===== src/hw/keyer_pkg.sv =====
package keyer_pkg;

  // ==============================
  // pixel and coordinate types
  // ==============================

  // frame-buffer word, red 15:11, green 10:5, blue 4:0
  typedef logic [15:0] pixel565_t;

  // one color or chroma channel
  typedef logic [7:0] chan_t;

  // expanded camera pixel, red in the top byte
  typedef struct packed {
    chan_t red;
    chan_t green;
    chan_t blue;
  } rgb_t;

  typedef logic [10:0] hcount_t;
  typedef logic [9:0]  vcount_t;

  // switch nibble, the bound it sets is this value times 16
  typedef logic [3:0] bound_t;

  // output view select
  typedef enum logic [1:0] {
    MODE_CAMERA    = 2'd0,
    MODE_LUMA      = 2'd1,
    MODE_MASK      = 2'd2,
    MODE_CROSSHAIR = 2'd3
  } disp_mode_t;

  // ==============================
  // pipeline constants
  // ==============================

  // coordinate out, pixel back from the frame buffer
  localparam int FETCH_LATENCY = 1;
  // pixel in to registered key mask
  localparam int KEY_LATENCY = 4;
  // coordinate to video outputs, plus one for the mux register
  localparam int OUT_LATENCY = FETCH_LATENCY + KEY_LATENCY + 1;

  // full red for the centroid crosshair
  localparam rgb_t CROSSHAIR_COLOR = '{red: 8'hFF, green: 8'h00, blue: 8'h00};

endpackage


===== src/hw/delay_line.sv =====
module delay_line #(
  parameter type payload_t = logic,
  parameter int  DEPTH     = 1
) (
  input  logic     clk_pixel,
  input  logic     recent_reset,
  input  payload_t data_i,
  output payload_t data_o
);

  // stage 0 takes the input, the last one drives the output
  payload_t stage_q [DEPTH];

  always_ff @(posedge clk_pixel) begin
    if (recent_reset) begin
      for (int i = 0; i < DEPTH; i++) begin
        stage_q[i] <= '0;
      end
    end else begin
      stage_q[0] <= data_i;
      for (int i = 1; i < DEPTH; i++) begin
        stage_q[i] <= stage_q[i-1];
      end
    end
  end

  assign data_o = stage_q[DEPTH-1];

endmodule


===== src/hw/video_timing.sv =====
module video_timing #(
  parameter int H_ACTIVE = 1280,
  parameter int H_FRONT  = 110,
  parameter int H_SYNC   = 40,
  parameter int H_BACK   = 220,
  parameter int V_ACTIVE = 720,
  parameter int V_FRONT  = 5,
  parameter int V_SYNC   = 5,
  parameter int V_BACK   = 20
) (
  input  logic               clk_pixel,
  input  logic               recent_reset,
  output keyer_pkg::hcount_t hcount_o,
  output keyer_pkg::vcount_t vcount_o,
  output logic               hsync_o,
  output logic               vsync_o,
  output logic               active_o,
  output logic               new_frame_o
);

  // ==============================
  // interval edges
  // ==============================

  // along a line
  localparam keyer_pkg::hcount_t H_END_ACT = keyer_pkg::hcount_t'(H_ACTIVE);
  localparam keyer_pkg::hcount_t H_SYNC_ON = keyer_pkg::hcount_t'(H_ACTIVE + H_FRONT);
  localparam keyer_pkg::hcount_t H_SYNC_OFF =
    keyer_pkg::hcount_t'(H_ACTIVE + H_FRONT + H_SYNC);
  localparam keyer_pkg::hcount_t H_LAST =
    keyer_pkg::hcount_t'(H_ACTIVE + H_FRONT + H_SYNC + H_BACK - 1);

  // down the frame
  localparam keyer_pkg::vcount_t V_END_ACT = keyer_pkg::vcount_t'(V_ACTIVE);
  localparam keyer_pkg::vcount_t V_LAST_ACT = keyer_pkg::vcount_t'(V_ACTIVE - 1);
  localparam keyer_pkg::vcount_t V_SYNC_ON = keyer_pkg::vcount_t'(V_ACTIVE + V_FRONT);
  localparam keyer_pkg::vcount_t V_SYNC_OFF =
    keyer_pkg::vcount_t'(V_ACTIVE + V_FRONT + V_SYNC);
  localparam keyer_pkg::vcount_t V_LAST =
    keyer_pkg::vcount_t'(V_ACTIVE + V_FRONT + V_SYNC + V_BACK - 1);

  // raster scan, one position per cycle, never stalls
  always_ff @(posedge clk_pixel) begin
    if (recent_reset) begin
      hcount_o <= '0;
      vcount_o <= '0;
    end else if (hcount_o == H_LAST) begin
      hcount_o <= '0;
      // end of line, step or wrap the row
      if (vcount_o == V_LAST) begin
        vcount_o <= '0;
      end else begin
        vcount_o <= vcount_o + 1'b1;
      end
    end else begin
      hcount_o <= hcount_o + 1'b1;
    end
  end

  // decodes for the current coordinate
  assign hsync_o  = (hcount_o >= H_SYNC_ON) && (hcount_o < H_SYNC_OFF);
  assign vsync_o  = (vcount_o >= V_SYNC_ON) && (vcount_o < V_SYNC_OFF);
  assign active_o = (hcount_o < H_END_ACT) && (vcount_o < V_END_ACT);

  // one cycle right after the last active pixel of the frame
  assign new_frame_o = (hcount_o == H_END_ACT) && (vcount_o == V_LAST_ACT);

endmodule


===== src/hw/chroma_key.sv =====
module chroma_key (
  input  logic                 clk_pixel,
  input  logic                 recent_reset,
  input  keyer_pkg::pixel565_t pixel_i,
  input  keyer_pkg::bound_t    cr_upper_i,
  input  keyer_pkg::bound_t    cb_upper_i,
  output keyer_pkg::rgb_t      rgb_o,
  output keyer_pkg::chan_t     luma_o,
  output logic                 key_o
);

  // ==============================
  // stage 1, expand to 8 bits
  // ==============================

  keyer_pkg::rgb_t rgb_s1;

  // low bits zero filled
  always_ff @(posedge clk_pixel) begin
    rgb_s1.red   <= {pixel_i[15:11], 3'b000};
    rgb_s1.green <= {pixel_i[10:5], 2'b00};
    rgb_s1.blue  <= {pixel_i[4:0], 3'b000};
  end

  // ==============================
  // stage 2, constant products
  // ==============================

  // negative coefficients are kept as magnitudes here
  logic [15:0] y_r, y_g, y_b;
  logic [15:0] cr_r, cr_g, cr_b;
  logic [15:0] cb_r, cb_g, cb_b;

  always_ff @(posedge clk_pixel) begin
    y_r  <= 16'(rgb_s1.red) * 16'd66;
    y_g  <= 16'(rgb_s1.green) * 16'd129;
    y_b  <= 16'(rgb_s1.blue) * 16'd25;
    cr_r <= 16'(rgb_s1.red) * 16'd112;
    cr_g <= 16'(rgb_s1.green) * 16'd94;
    cr_b <= 16'(rgb_s1.blue) * 16'd18;
    cb_r <= 16'(rgb_s1.red) * 16'd38;
    cb_g <= 16'(rgb_s1.green) * 16'd74;
    cb_b <= 16'(rgb_s1.blue) * 16'd112;
  end

  // ==============================
  // stage 3, sums
  // ==============================

  // y sum peaks at 220*255, fits 16 bits unsigned
  logic [15:0]        y_sum;
  // chroma sums stay within +/-28560
  logic signed [16:0] cr_sum;
  logic signed [16:0] cb_sum;

  always_ff @(posedge clk_pixel) begin
    y_sum  <= y_r + y_g + y_b;
    cr_sum <= $signed({1'b0, cr_r}) - $signed({1'b0, cr_g}) - $signed({1'b0, cr_b});
    cb_sum <= $signed({1'b0, cb_b}) - $signed({1'b0, cb_r}) - $signed({1'b0, cb_g});
  end

  // bits 15:8 are the sum shifted right by 8, cut to one channel
  keyer_pkg::chan_t luma_s3;
  keyer_pkg::chan_t cr_s3;
  keyer_pkg::chan_t cb_s3;

  assign luma_s3 = y_sum[15:8] + 8'd16;
  assign cr_s3   = cr_sum[15:8] + 8'd128;
  assign cb_s3   = cb_sum[15:8] + 8'd128;

  // ==============================
  // stage 4, threshold
  // ==============================

  // lower bounds are zero, so only the upper compare remains
  always_ff @(posedge clk_pixel) begin
    if (recent_reset) begin
      key_o <= 1'b0;
    end else begin
      key_o <= (cr_s3 <= {cr_upper_i, 4'b0000}) && (cb_s3 <= {cb_upper_i, 4'b0000});
    end
  end

  // pixel leaves stage 1, three more cycles to meet the mask
  delay_line #(
    .payload_t(keyer_pkg::rgb_t),
    .DEPTH(keyer_pkg::KEY_LATENCY - 1)
  ) rgb_delay (
    .clk_pixel(clk_pixel),
    .recent_reset(recent_reset),
    .data_i(rgb_s1),
    .data_o(rgb_o)
  );

  // luma is ready with the sums, one cycle short of the mask
  delay_line #(
    .payload_t(keyer_pkg::chan_t),
    .DEPTH(keyer_pkg::KEY_LATENCY - 3)
  ) luma_delay (
    .clk_pixel(clk_pixel),
    .recent_reset(recent_reset),
    .data_i(luma_s3),
    .data_o(luma_o)
  );

endmodule


===== src/hw/seq_divider.sv =====
module seq_divider (
  input  logic        clk_pixel,
  input  logic        recent_reset,
  input  logic        start_i,
  input  logic [31:0] dividend_i,
  input  logic [20:0] divisor_i,
  output logic [31:0] quotient_o,
  output logic        done_o
);

  logic        busy_q;
  logic [4:0]  bit_cnt_q;
  logic        load;

  // dividend shifts out the top as quotient bits shift in below
  logic [31:0] quo_q;
  logic [20:0] rem_q;
  logic [20:0] div_q;

  // partial remainder with the next dividend bit brought down
  logic [21:0] rem_shift;
  logic [21:0] rem_sub;
  logic        fits;

  // a start while busy is dropped
  assign load      = start_i && !busy_q;
  assign rem_shift = {rem_q, quo_q[31]};
  assign rem_sub   = rem_shift - {1'b0, div_q};
  assign fits      = rem_shift >= {1'b0, div_q};

  // iteration count and done strobe
  always_ff @(posedge clk_pixel) begin
    if (recent_reset) begin
      busy_q    <= 1'b0;
      bit_cnt_q <= '0;
      done_o    <= 1'b0;
    end else begin
      done_o <= 1'b0;
      if (load) begin
        busy_q    <= 1'b1;
        bit_cnt_q <= '0;
      end else if (busy_q) begin
        bit_cnt_q <= bit_cnt_q + 1'b1;
        // 32nd bit lands on this edge
        if (bit_cnt_q == 5'd31) begin
          busy_q <= 1'b0;
          done_o <= 1'b1;
        end
      end
    end
  end

  // restoring step, one quotient bit per cycle
  always_ff @(posedge clk_pixel) begin
    if (load) begin
      quo_q <= dividend_i;
      rem_q <= '0;
      div_q <= divisor_i;
    end else if (busy_q) begin
      quo_q <= {quo_q[30:0], fits};
      // remainder stays below the divisor, 21 bits hold it
      rem_q <= fits ? rem_sub[20:0] : rem_shift[20:0];
    end
  end

  assign quotient_o = quo_q;

endmodule


===== src/hw/centroid_tracker.sv =====
module centroid_tracker (
  input  logic               clk_pixel,
  input  logic               recent_reset,
  input  keyer_pkg::hcount_t x_i,
  input  keyer_pkg::vcount_t y_i,
  input  logic               active_i,
  input  logic               key_i,
  input  logic               new_frame_i,
  output keyer_pkg::hcount_t centroid_x_o,
  output keyer_pkg::vcount_t centroid_y_o,
  output logic               centroid_valid_o
);

  // ==============================
  // per-frame accumulation
  // ==============================

  // 1280*720 pixels at x below 1280 stays under 2^31
  logic [31:0] sum_x_q;
  logic [31:0] sum_y_q;
  logic [20:0] count_q;
  logic        start_q;

  always_ff @(posedge clk_pixel) begin
    if (recent_reset) begin
      sum_x_q <= '0;
      sum_y_q <= '0;
      count_q <= '0;
      start_q <= 1'b0;
    end else begin
      start_q <= 1'b0;
      if (new_frame_i) begin
        sum_x_q <= '0;
        sum_y_q <= '0;
        count_q <= '0;
        // empty frame, no division and the old centroid stays
        start_q <= (count_q != '0);
      end else if (active_i && !key_i) begin
        sum_x_q <= sum_x_q + 32'(x_i);
        sum_y_q <= sum_y_q + 32'(y_i);
        count_q <= count_q + 1'b1;
      end
    end
  end

  // totals held for the dividers while the next frame accumulates
  logic [31:0] lat_x_q;
  logic [31:0] lat_y_q;
  logic [20:0] lat_n_q;

  always_ff @(posedge clk_pixel) begin
    if (new_frame_i) begin
      lat_x_q <= sum_x_q;
      lat_y_q <= sum_y_q;
      lat_n_q <= count_q;
    end
  end

  // ==============================
  // division
  // ==============================

  logic [31:0] quo_x;
  logic [31:0] quo_y;
  logic        done_x;
  logic        done_y;

  seq_divider div_x (
    .clk_pixel(clk_pixel),
    .recent_reset(recent_reset),
    .start_i(start_q),
    .dividend_i(lat_x_q),
    .divisor_i(lat_n_q),
    .quotient_o(quo_x),
    .done_o(done_x)
  );

  seq_divider div_y (
    .clk_pixel(clk_pixel),
    .recent_reset(recent_reset),
    .start_i(start_q),
    .dividend_i(lat_y_q),
    .divisor_i(lat_n_q),
    .quotient_o(quo_y),
    .done_o(done_y)
  );

  // both start together and take the same time, so done is shared
  // mean lies within the raster, upper quotient bits are zero
  always_ff @(posedge clk_pixel) begin
    if (recent_reset) begin
      centroid_x_o     <= '0;
      centroid_y_o     <= '0;
      centroid_valid_o <= 1'b0;
    end else begin
      centroid_valid_o <= done_x && done_y;
      if (done_x && done_y) begin
        centroid_x_o <= quo_x[10:0];
        centroid_y_o <= quo_y[9:0];
      end
    end
  end

endmodule


===== src/hw/pixel_mux.sv =====
module pixel_mux (
  input  logic                  clk_pixel,
  input  logic                  recent_reset,
  input  keyer_pkg::disp_mode_t mode_i,
  input  keyer_pkg::hcount_t    x_i,
  input  keyer_pkg::vcount_t    y_i,
  input  logic                  active_i,
  input  keyer_pkg::rgb_t       rgb_i,
  input  keyer_pkg::chan_t      luma_i,
  input  logic                  key_i,
  input  keyer_pkg::hcount_t    centroid_x_i,
  input  keyer_pkg::vcount_t    centroid_y_i,
  output keyer_pkg::rgb_t       pixel_o
);

  logic            on_crosshair;
  keyer_pkg::rgb_t view;

  // full row and full column through the centroid
  assign on_crosshair = (x_i == centroid_x_i) || (y_i == centroid_y_i);

  always_comb begin
    case (mode_i)
      keyer_pkg::MODE_CAMERA: begin
        view = rgb_i;
      end
      // gray from Y on all three channels
      keyer_pkg::MODE_LUMA: begin
        view = '{red: luma_i, green: luma_i, blue: luma_i};
      end
      // player white, background black
      keyer_pkg::MODE_MASK: begin
        view = key_i ? 24'h000000 : 24'hFFFFFF;
      end
      keyer_pkg::MODE_CROSSHAIR: begin
        view = on_crosshair ? keyer_pkg::CROSSHAIR_COLOR : rgb_i;
      end
      default: begin
        view = rgb_i;
      end
    endcase
  end

  // blanking goes out black
  always_ff @(posedge clk_pixel) begin
    if (recent_reset) begin
      pixel_o <= '0;
    end else begin
      pixel_o <= active_i ? view : '0;
    end
  end

endmodule


===== src/hw/chroma_keyer_top.sv =====
module chroma_keyer_top #(
  parameter int H_ACTIVE = 1280,
  parameter int H_FRONT  = 110,
  parameter int H_SYNC   = 40,
  parameter int H_BACK   = 220,
  parameter int V_ACTIVE = 720,
  parameter int V_FRONT  = 5,
  parameter int V_SYNC   = 5,
  parameter int V_BACK   = 20
) (
  input  logic                  clk_pixel,
  input  logic                  recent_reset,
  input  keyer_pkg::pixel565_t  pixel_i,
  input  keyer_pkg::disp_mode_t mode_i,
  input  keyer_pkg::bound_t     cr_upper_i,
  input  keyer_pkg::bound_t     cb_upper_i,
  output keyer_pkg::hcount_t    hcount_o,
  output keyer_pkg::vcount_t    vcount_o,
  output keyer_pkg::chan_t      red_o,
  output keyer_pkg::chan_t      green_o,
  output keyer_pkg::chan_t      blue_o,
  output logic                  out_hsync_o,
  output logic                  out_vsync_o,
  output logic                  out_active_o,
  output keyer_pkg::hcount_t    centroid_x_o,
  output keyer_pkg::vcount_t    centroid_y_o,
  output logic                  centroid_valid_o
);

  // coordinate to registered mask
  localparam int MASK_DELAY = keyer_pkg::FETCH_LATENCY + keyer_pkg::KEY_LATENCY;

  // timing at the coordinate stage
  logic hsync;
  logic vsync;
  logic active;
  logic new_frame;

  // keying results
  keyer_pkg::rgb_t  key_rgb;
  keyer_pkg::chan_t key_luma;
  logic             key_mask;

  // coordinates and strobes in step with the mask
  keyer_pkg::hcount_t mask_hcount;
  keyer_pkg::vcount_t mask_vcount;
  logic               mask_active;
  logic               mask_new_frame;

  keyer_pkg::rgb_t out_pixel;

  // ==============================
  // raster and keying
  // ==============================

  video_timing #(
    .H_ACTIVE(H_ACTIVE),
    .H_FRONT(H_FRONT),
    .H_SYNC(H_SYNC),
    .H_BACK(H_BACK),
    .V_ACTIVE(V_ACTIVE),
    .V_FRONT(V_FRONT),
    .V_SYNC(V_SYNC),
    .V_BACK(V_BACK)
  ) timing (
    .clk_pixel(clk_pixel),
    .recent_reset(recent_reset),
    .hcount_o(hcount_o),
    .vcount_o(vcount_o),
    .hsync_o(hsync),
    .vsync_o(vsync),
    .active_o(active),
    .new_frame_o(new_frame)
  );

  // pixel_i arrives one cycle behind its coordinate
  chroma_key keyer (
    .clk_pixel(clk_pixel),
    .recent_reset(recent_reset),
    .pixel_i(pixel_i),
    .cr_upper_i(cr_upper_i),
    .cb_upper_i(cb_upper_i),
    .rgb_o(key_rgb),
    .luma_o(key_luma),
    .key_o(key_mask)
  );

  // ==============================
  // alignment
  // ==============================

  delay_line #(.payload_t(keyer_pkg::hcount_t), .DEPTH(MASK_DELAY)) hcount_delay (
    .clk_pixel(clk_pixel),
    .recent_reset(recent_reset),
    .data_i(hcount_o),
    .data_o(mask_hcount)
  );

  delay_line #(.payload_t(keyer_pkg::vcount_t), .DEPTH(MASK_DELAY)) vcount_delay (
    .clk_pixel(clk_pixel),
    .recent_reset(recent_reset),
    .data_i(vcount_o),
    .data_o(mask_vcount)
  );

  // new frame rides along with active so the tracker closes on the last pixel
  delay_line #(.payload_t(logic [1:0]), .DEPTH(MASK_DELAY)) flag_delay (
    .clk_pixel(clk_pixel),
    .recent_reset(recent_reset),
    .data_i({new_frame, active}),
    .data_o({mask_new_frame, mask_active})
  );

  // syncs and active straight to the output pins
  delay_line #(.payload_t(logic [2:0]), .DEPTH(keyer_pkg::OUT_LATENCY)) sync_delay (
    .clk_pixel(clk_pixel),
    .recent_reset(recent_reset),
    .data_i({hsync, vsync, active}),
    .data_o({out_hsync_o, out_vsync_o, out_active_o})
  );

  // ==============================
  // tracking and output
  // ==============================

  centroid_tracker tracker (
    .clk_pixel(clk_pixel),
    .recent_reset(recent_reset),
    .x_i(mask_hcount),
    .y_i(mask_vcount),
    .active_i(mask_active),
    .key_i(key_mask),
    .new_frame_i(mask_new_frame),
    .centroid_x_o(centroid_x_o),
    .centroid_y_o(centroid_y_o),
    .centroid_valid_o(centroid_valid_o)
  );

  pixel_mux mux (
    .clk_pixel(clk_pixel),
    .recent_reset(recent_reset),
    .mode_i(mode_i),
    .x_i(mask_hcount),
    .y_i(mask_vcount),
    .active_i(mask_active),
    .rgb_i(key_rgb),
    .luma_i(key_luma),
    .key_i(key_mask),
    .centroid_x_i(centroid_x_o),
    .centroid_y_i(centroid_y_o),
    .pixel_o(out_pixel)
  );

  assign red_o   = out_pixel.red;
  assign green_o = out_pixel.green;
  assign blue_o  = out_pixel.blue;

endmodule


===== config.mk =====
export PLATFORM = sky130hd
export DESIGN_NAME = chroma_keyer_top
export DESIGN_NICKNAME = d
export VERILOG_FILES = /design/src/hw/keyer_pkg.sv /design/src/hw/delay_line.sv /design/src/hw/video_timing.sv /design/src/hw/chroma_key.sv /design/src/hw/seq_divider.sv /design/src/hw/centroid_tracker.sv /design/src/hw/pixel_mux.sv /design/src/hw/chroma_keyer_top.sv
export SDC_FILE = /design/constraint.sdc
export NUM_CORES = 1
export LEC_CHECK = 0
export ABC_CLOCK_PERIOD_IN_PS = 5400
export BUFFER_PORTS_ARGS = -buffer_cell sky130_fd_sc_hd__buf_2
export CAP_MARGIN = 5
export CORE_MARGIN = 2
export CORE_UTILIZATION = 65
export CTS_CLUSTER_DIAMETER = 80
export DETAILED_ROUTE_END_ITERATION = 7
export GPL_ROUTABILITY_DRIVEN = 0
export PLACE_DENSITY = 0.83
export SLEW_MARGIN = 20
export SYNTH_ARGS = -nofsm -noshare
export SYNTH_HDL_FRONTEND = slang
export SYNTH_HIERARCHICAL = 1
export SYNTH_SLANG_ARGS = --single-unit

===== constraint.sdc =====
create_clock -name clk_pixel -period 5.4 [get_ports clk_pixel]
set_input_delay 0.54 -clock clk_pixel [delete_from_list [all_inputs] [get_ports clk_pixel]]
set_output_delay 0.54 -clock clk_pixel [all_outputs]
set_load 0.01 [all_outputs]

==> metrics.csv <==
metric;value;unit
coreArea;49970;um2
die_area;52190;um2
layout_commonest_cell;dfxtp_1;
leakage;14.64;nW
io_buffer_count;97;
final-max-slew-violation-count;0;
dr.pass1.iters;6;
synth_edf_count;191;
insertion_delay;0.62;ns
fin_crit;3.590;ns
vias_per_cell;5.868;
maxCapViolations;0;
synthFlopType;dfxtp_1;
detailed_place_hpwl;44890;um
status;completed;
critPathMaxFanout;7;
cp-end-kind;flop;
cp.depth;13;
synth_area_per_cell;10.68;um2
required;5.89;ns
fmax;278.6;MHz
grt_use_total;25.61;%
r2r_setup_slack;1.81;ns
final_cell_mix;dfxtp_1 (531), inv_1 (228), ha_1 (215);
cts_buffer_depth;3;
syn_area;32750;um2
antenna_found_initial;0;
start_util;65.54;%
cts.clk_slew.worst_paths;0.07;ns
die_h;228.5;um
yosys_warnings;6;
htree_levels;3;
crit_buf_inv;3;
reg2reg_from;keyer/rgb_s1[13]$_DFF_P_;
final_hold_viol_count;0;
power.density;377.4;nW/um2
syn2layout_area_growth;8.949;%
cts_tree;yes;
cts_setup_buffers;0;
yosysSeqAreaShare;50.04;%
maxSlewHeadroom;30.43;%
synth-async-reset-ratio;0;%
hold-worst-slack;0.04087;ns
num_vias;22447;
grt_pass1_wl;110800;um
r2r_end;keyer/cr_g[12]$_DFF_P_;
wire_per_inst;17.48;um
die_w;228.5;um
crit_family;adder cells;
crit_start;keyer/rgb_s1[13]$_DFF_P_;
cp.arrival;4.08;ns
first_iter_violations;2263;
fin_skew;0.02715;ns
worst_setup_path_start_kind;flop;
setup_slack;1.810;ns
final_layout_size_suffix_gt1_share;12.05;%
ant_nets;0;
syn-instance-count;3067;
min_path_type;input port to flop;
dp.cells;3694;
drc;0;
grt_setup_unrepaired;false;
fin_crit_sh;66.48;%
ctsResizeCount;0;
synth_cell_types;98;
clkSinkCount;723;
drt-total-wl;66850;um
ir_drop;0.3094;mV
pre_cts_ws;1.867;ns
hold_buffers;0;
grt_start_max_net_pins;191;
ys_seq_elements;723;
cts_buffers;71;
rows;82;
slowest_delay;0.57;ns
cts-root-buf;clkbuf_16;
fin_setup_tns;0;ns
nFillCells;3292;
worst_slew_pin_slew;1.044;ns
antennaDiodeCount;0;
grt_pass1_vias;22286;
stdcell_count;3825;
critPathCapture;keyer/cr_g[12]$_DFF_P_;
top_level_ports;98;
critPathKind;flop to flop;
final_nets;3389;
grt_overflow;0;
setup_violations;0;
cpMaxStageDelayCell;fa_1;
cp_cell_sequence;inv_1 > fa_1 > inv_1 > ha_1 > fa_1 > inv_1 > fa_1 > nor2b_1 > o21ai_1 > a21boi_1 > o21ai_1 > nor2b_1 > xnor2_1;
ff2ff_path_depth;13;
==> worst min path at each step <==
stage / from / endpoint / slack [ns] / depth (start not counted)
2_1_floorplan: keyer/rgb_s1[12]$_DFF_P_ / keyer/y_g[11]$_DFF_P_ / 0.39 / 0
3_3_place_gp: sync_delay/stage_q[0][14]$_SDFF_PP0_ / sync_delay/stage_q[0][17]$_SDFF_PP0_ / 0.42 / 1
3_5_place_dp: keyer/rgb_s1[12]$_DFF_P_ / keyer/y_g[11]$_DFF_P_ / 0.42 / 0
4_1_cts: pixel_i[4] / keyer/rgb_s1[7]$_DFF_P_ / 0.007 / 1
5_1_grt: pixel_i[9] / keyer/rgb_s1[14]$_DFF_P_ / 0.007 / 1
6_report: pixel_i[4] / keyer/rgb_s1[7]$_DFF_P_ / 0.04 / 1
==> cell families after synthesis <==
logic type	synth area share, %
AOI/OAI and AO/OA	11.67
xor gates and xnor gates	4.280
adders and majority gates	11.33
buffers and inverters	5.770
other	0.01145
DFF	50.04
muxes	2.537
and+or+nand+nor	14.36
==> stage by stage <==
step / utilization [%] / instance area [um2] / total power [W]
global placement: 66.55 / 33250 / 0.008347
detailed placement: 66.55 / 33250 / 0.008491
global route: 71.40 / 35680 / 0.01409
finish: 71.40 / 35680 / 0.01347
CTS: 71.39 / 35670 / 0.01353
floorplan: - / 32770 / 0.007972
==> synth_stat cells (6+ instances only) <==
library cell / number / area, um2
nand2b_1: 16 / 100.1
buf_4: 52 / 390.4
a32oi_1: 18 / 157.7
o21bai_1: 8 / 60.06
o211ai_1: 27 / 202.7
nor3_1: 35 / 175.2
o311ai_1: 6 / 52.55
nand2_1: 180 / 675.7
a22o_1: 10 / 87.58
o21a_1: 16 / 120.1
a31oi_1: 11 / 68.82
nor2b_1: 195 / 1220
buf_6: 22 / 247.7
o31a_1: 14 / 122.6
xnor2_1: 93 / 814.5
a211oi_1: 22 / 165.2
nor2_1: 168 / 630.6
o21ai_1: 47 / 235.2
a21oi_1: 195 / 975.9
or4_1: 16 / 120.1
and3_1: 16 / 100.1
buf_2: 20 / 100.1
mux2i_1: 11 / 110.1
nor3b_1: 10 / 75.07
dfxtp_1: 532 / 10650
o31ai_1: 10 / 75.07
nand4_1: 36 / 225.2
xor2_1: 67 / 586.8
o221a_2: 8 / 90.09
and2b_1: 7 / 52.55
inv_1: 228 / 855.8
o21ai_0: 63 / 315.3
fa_1: 51 / 1021
mux2_2: 62 / 698.2
nand3_1: 68 / 340.3
a21o_1: 40 / 300.3
clkbuf_1: 68 / 255.2
ha_1: 215 / 2690
nor4_1: 20 / 125.1
nor2b_2: 37 / 324.1
and4_1: 9 / 78.83
edfxtp_1: 191 / 5736
or3_1: 26 / 162.7
==> final cells by class <==
| type | count | area (um2) | share of cell area, % |
|---|---|---|---|
| Multi-Input combinational cell | 1953 | 14520 | 40.69 |
| Sequential cell | 723 | 16390 | 45.94 |
| Tap cell | 672 | 840.8 | 2.357 |
| Timing Repair Buffer | 116 | 649.4 | 1.820 |
| Clock buffer | 95 | 1988 | 5.573 |
| Inverter | 230 | 863.3 | 2.420 |
| Clock inverter | 36 | 429.2 | 1.203 |
==> where the power goes <==
group / leakage (nW) / switching (W) / total, W / internal [W]
clock: 1.19 / 0.00208 / 0.00504 / 0.00296
combinational: 7.39 / 0.00139 / 0.00245 / 0.00106
sequential: 6.07 / 0.000142 / 0.00598 / 0.00583
==> per-layer routing <==
| metal | share of wire, % | track usage [%] |
|---|---|---|
| met1 | 42 | 32.75 |
| met2 | 49 | 43.74 |
| met3 | 5.5 | 4.204 |
| met4 | 3.6 | 9.824 |
| met5 | 0 | 0 |
==> worst register-to-register path, cell delays in order (launching register included) <==
cell	delay (ns)
dfxtp_1	0.50
inv_1	0.15
fa_1	0.53
inv_1	0.05
ha_1	0.30
fa_1	0.57
inv_1	0.06
fa_1	0.47
nor2b_1	0.15
o21ai_1	0.09
a21boi_1	0.23
o21ai_1	0.11
nor2b_1	0.15
xnor2_1	0.13
==> registers in the layout, indices dropped and copies added, names as in the netlist, 11 cells and up <==
signal,cells
tracker/div_x/quotient_o,32
sync_delay/stage_q,18
tracker/div_y/div_q,21
tracker/div_y/quotient_o,32
tracker/lat_y_q,32
tracker/div_x/rem_q,21
tracker/count_q,21
tracker/lat_x_q,32
mux/pixel_o,24
timing/hcount_o,11
keyer/rgb_delay/stage_q,72
hcount_delay/stage_q,55
vcount_delay/stage_q,50
tracker/div_x/div_q,21
keyer/cb_g,12
keyer/rgb_s1,16
tracker/sum_x_q,32
tracker/sum_y_q,32
tracker/centroid_x_o,11
tracker/lat_n_q,21
keyer/cr_g,11
tracker/div_y/rem_q,21
Note: power is estimated with default switching activity, not from simulation.
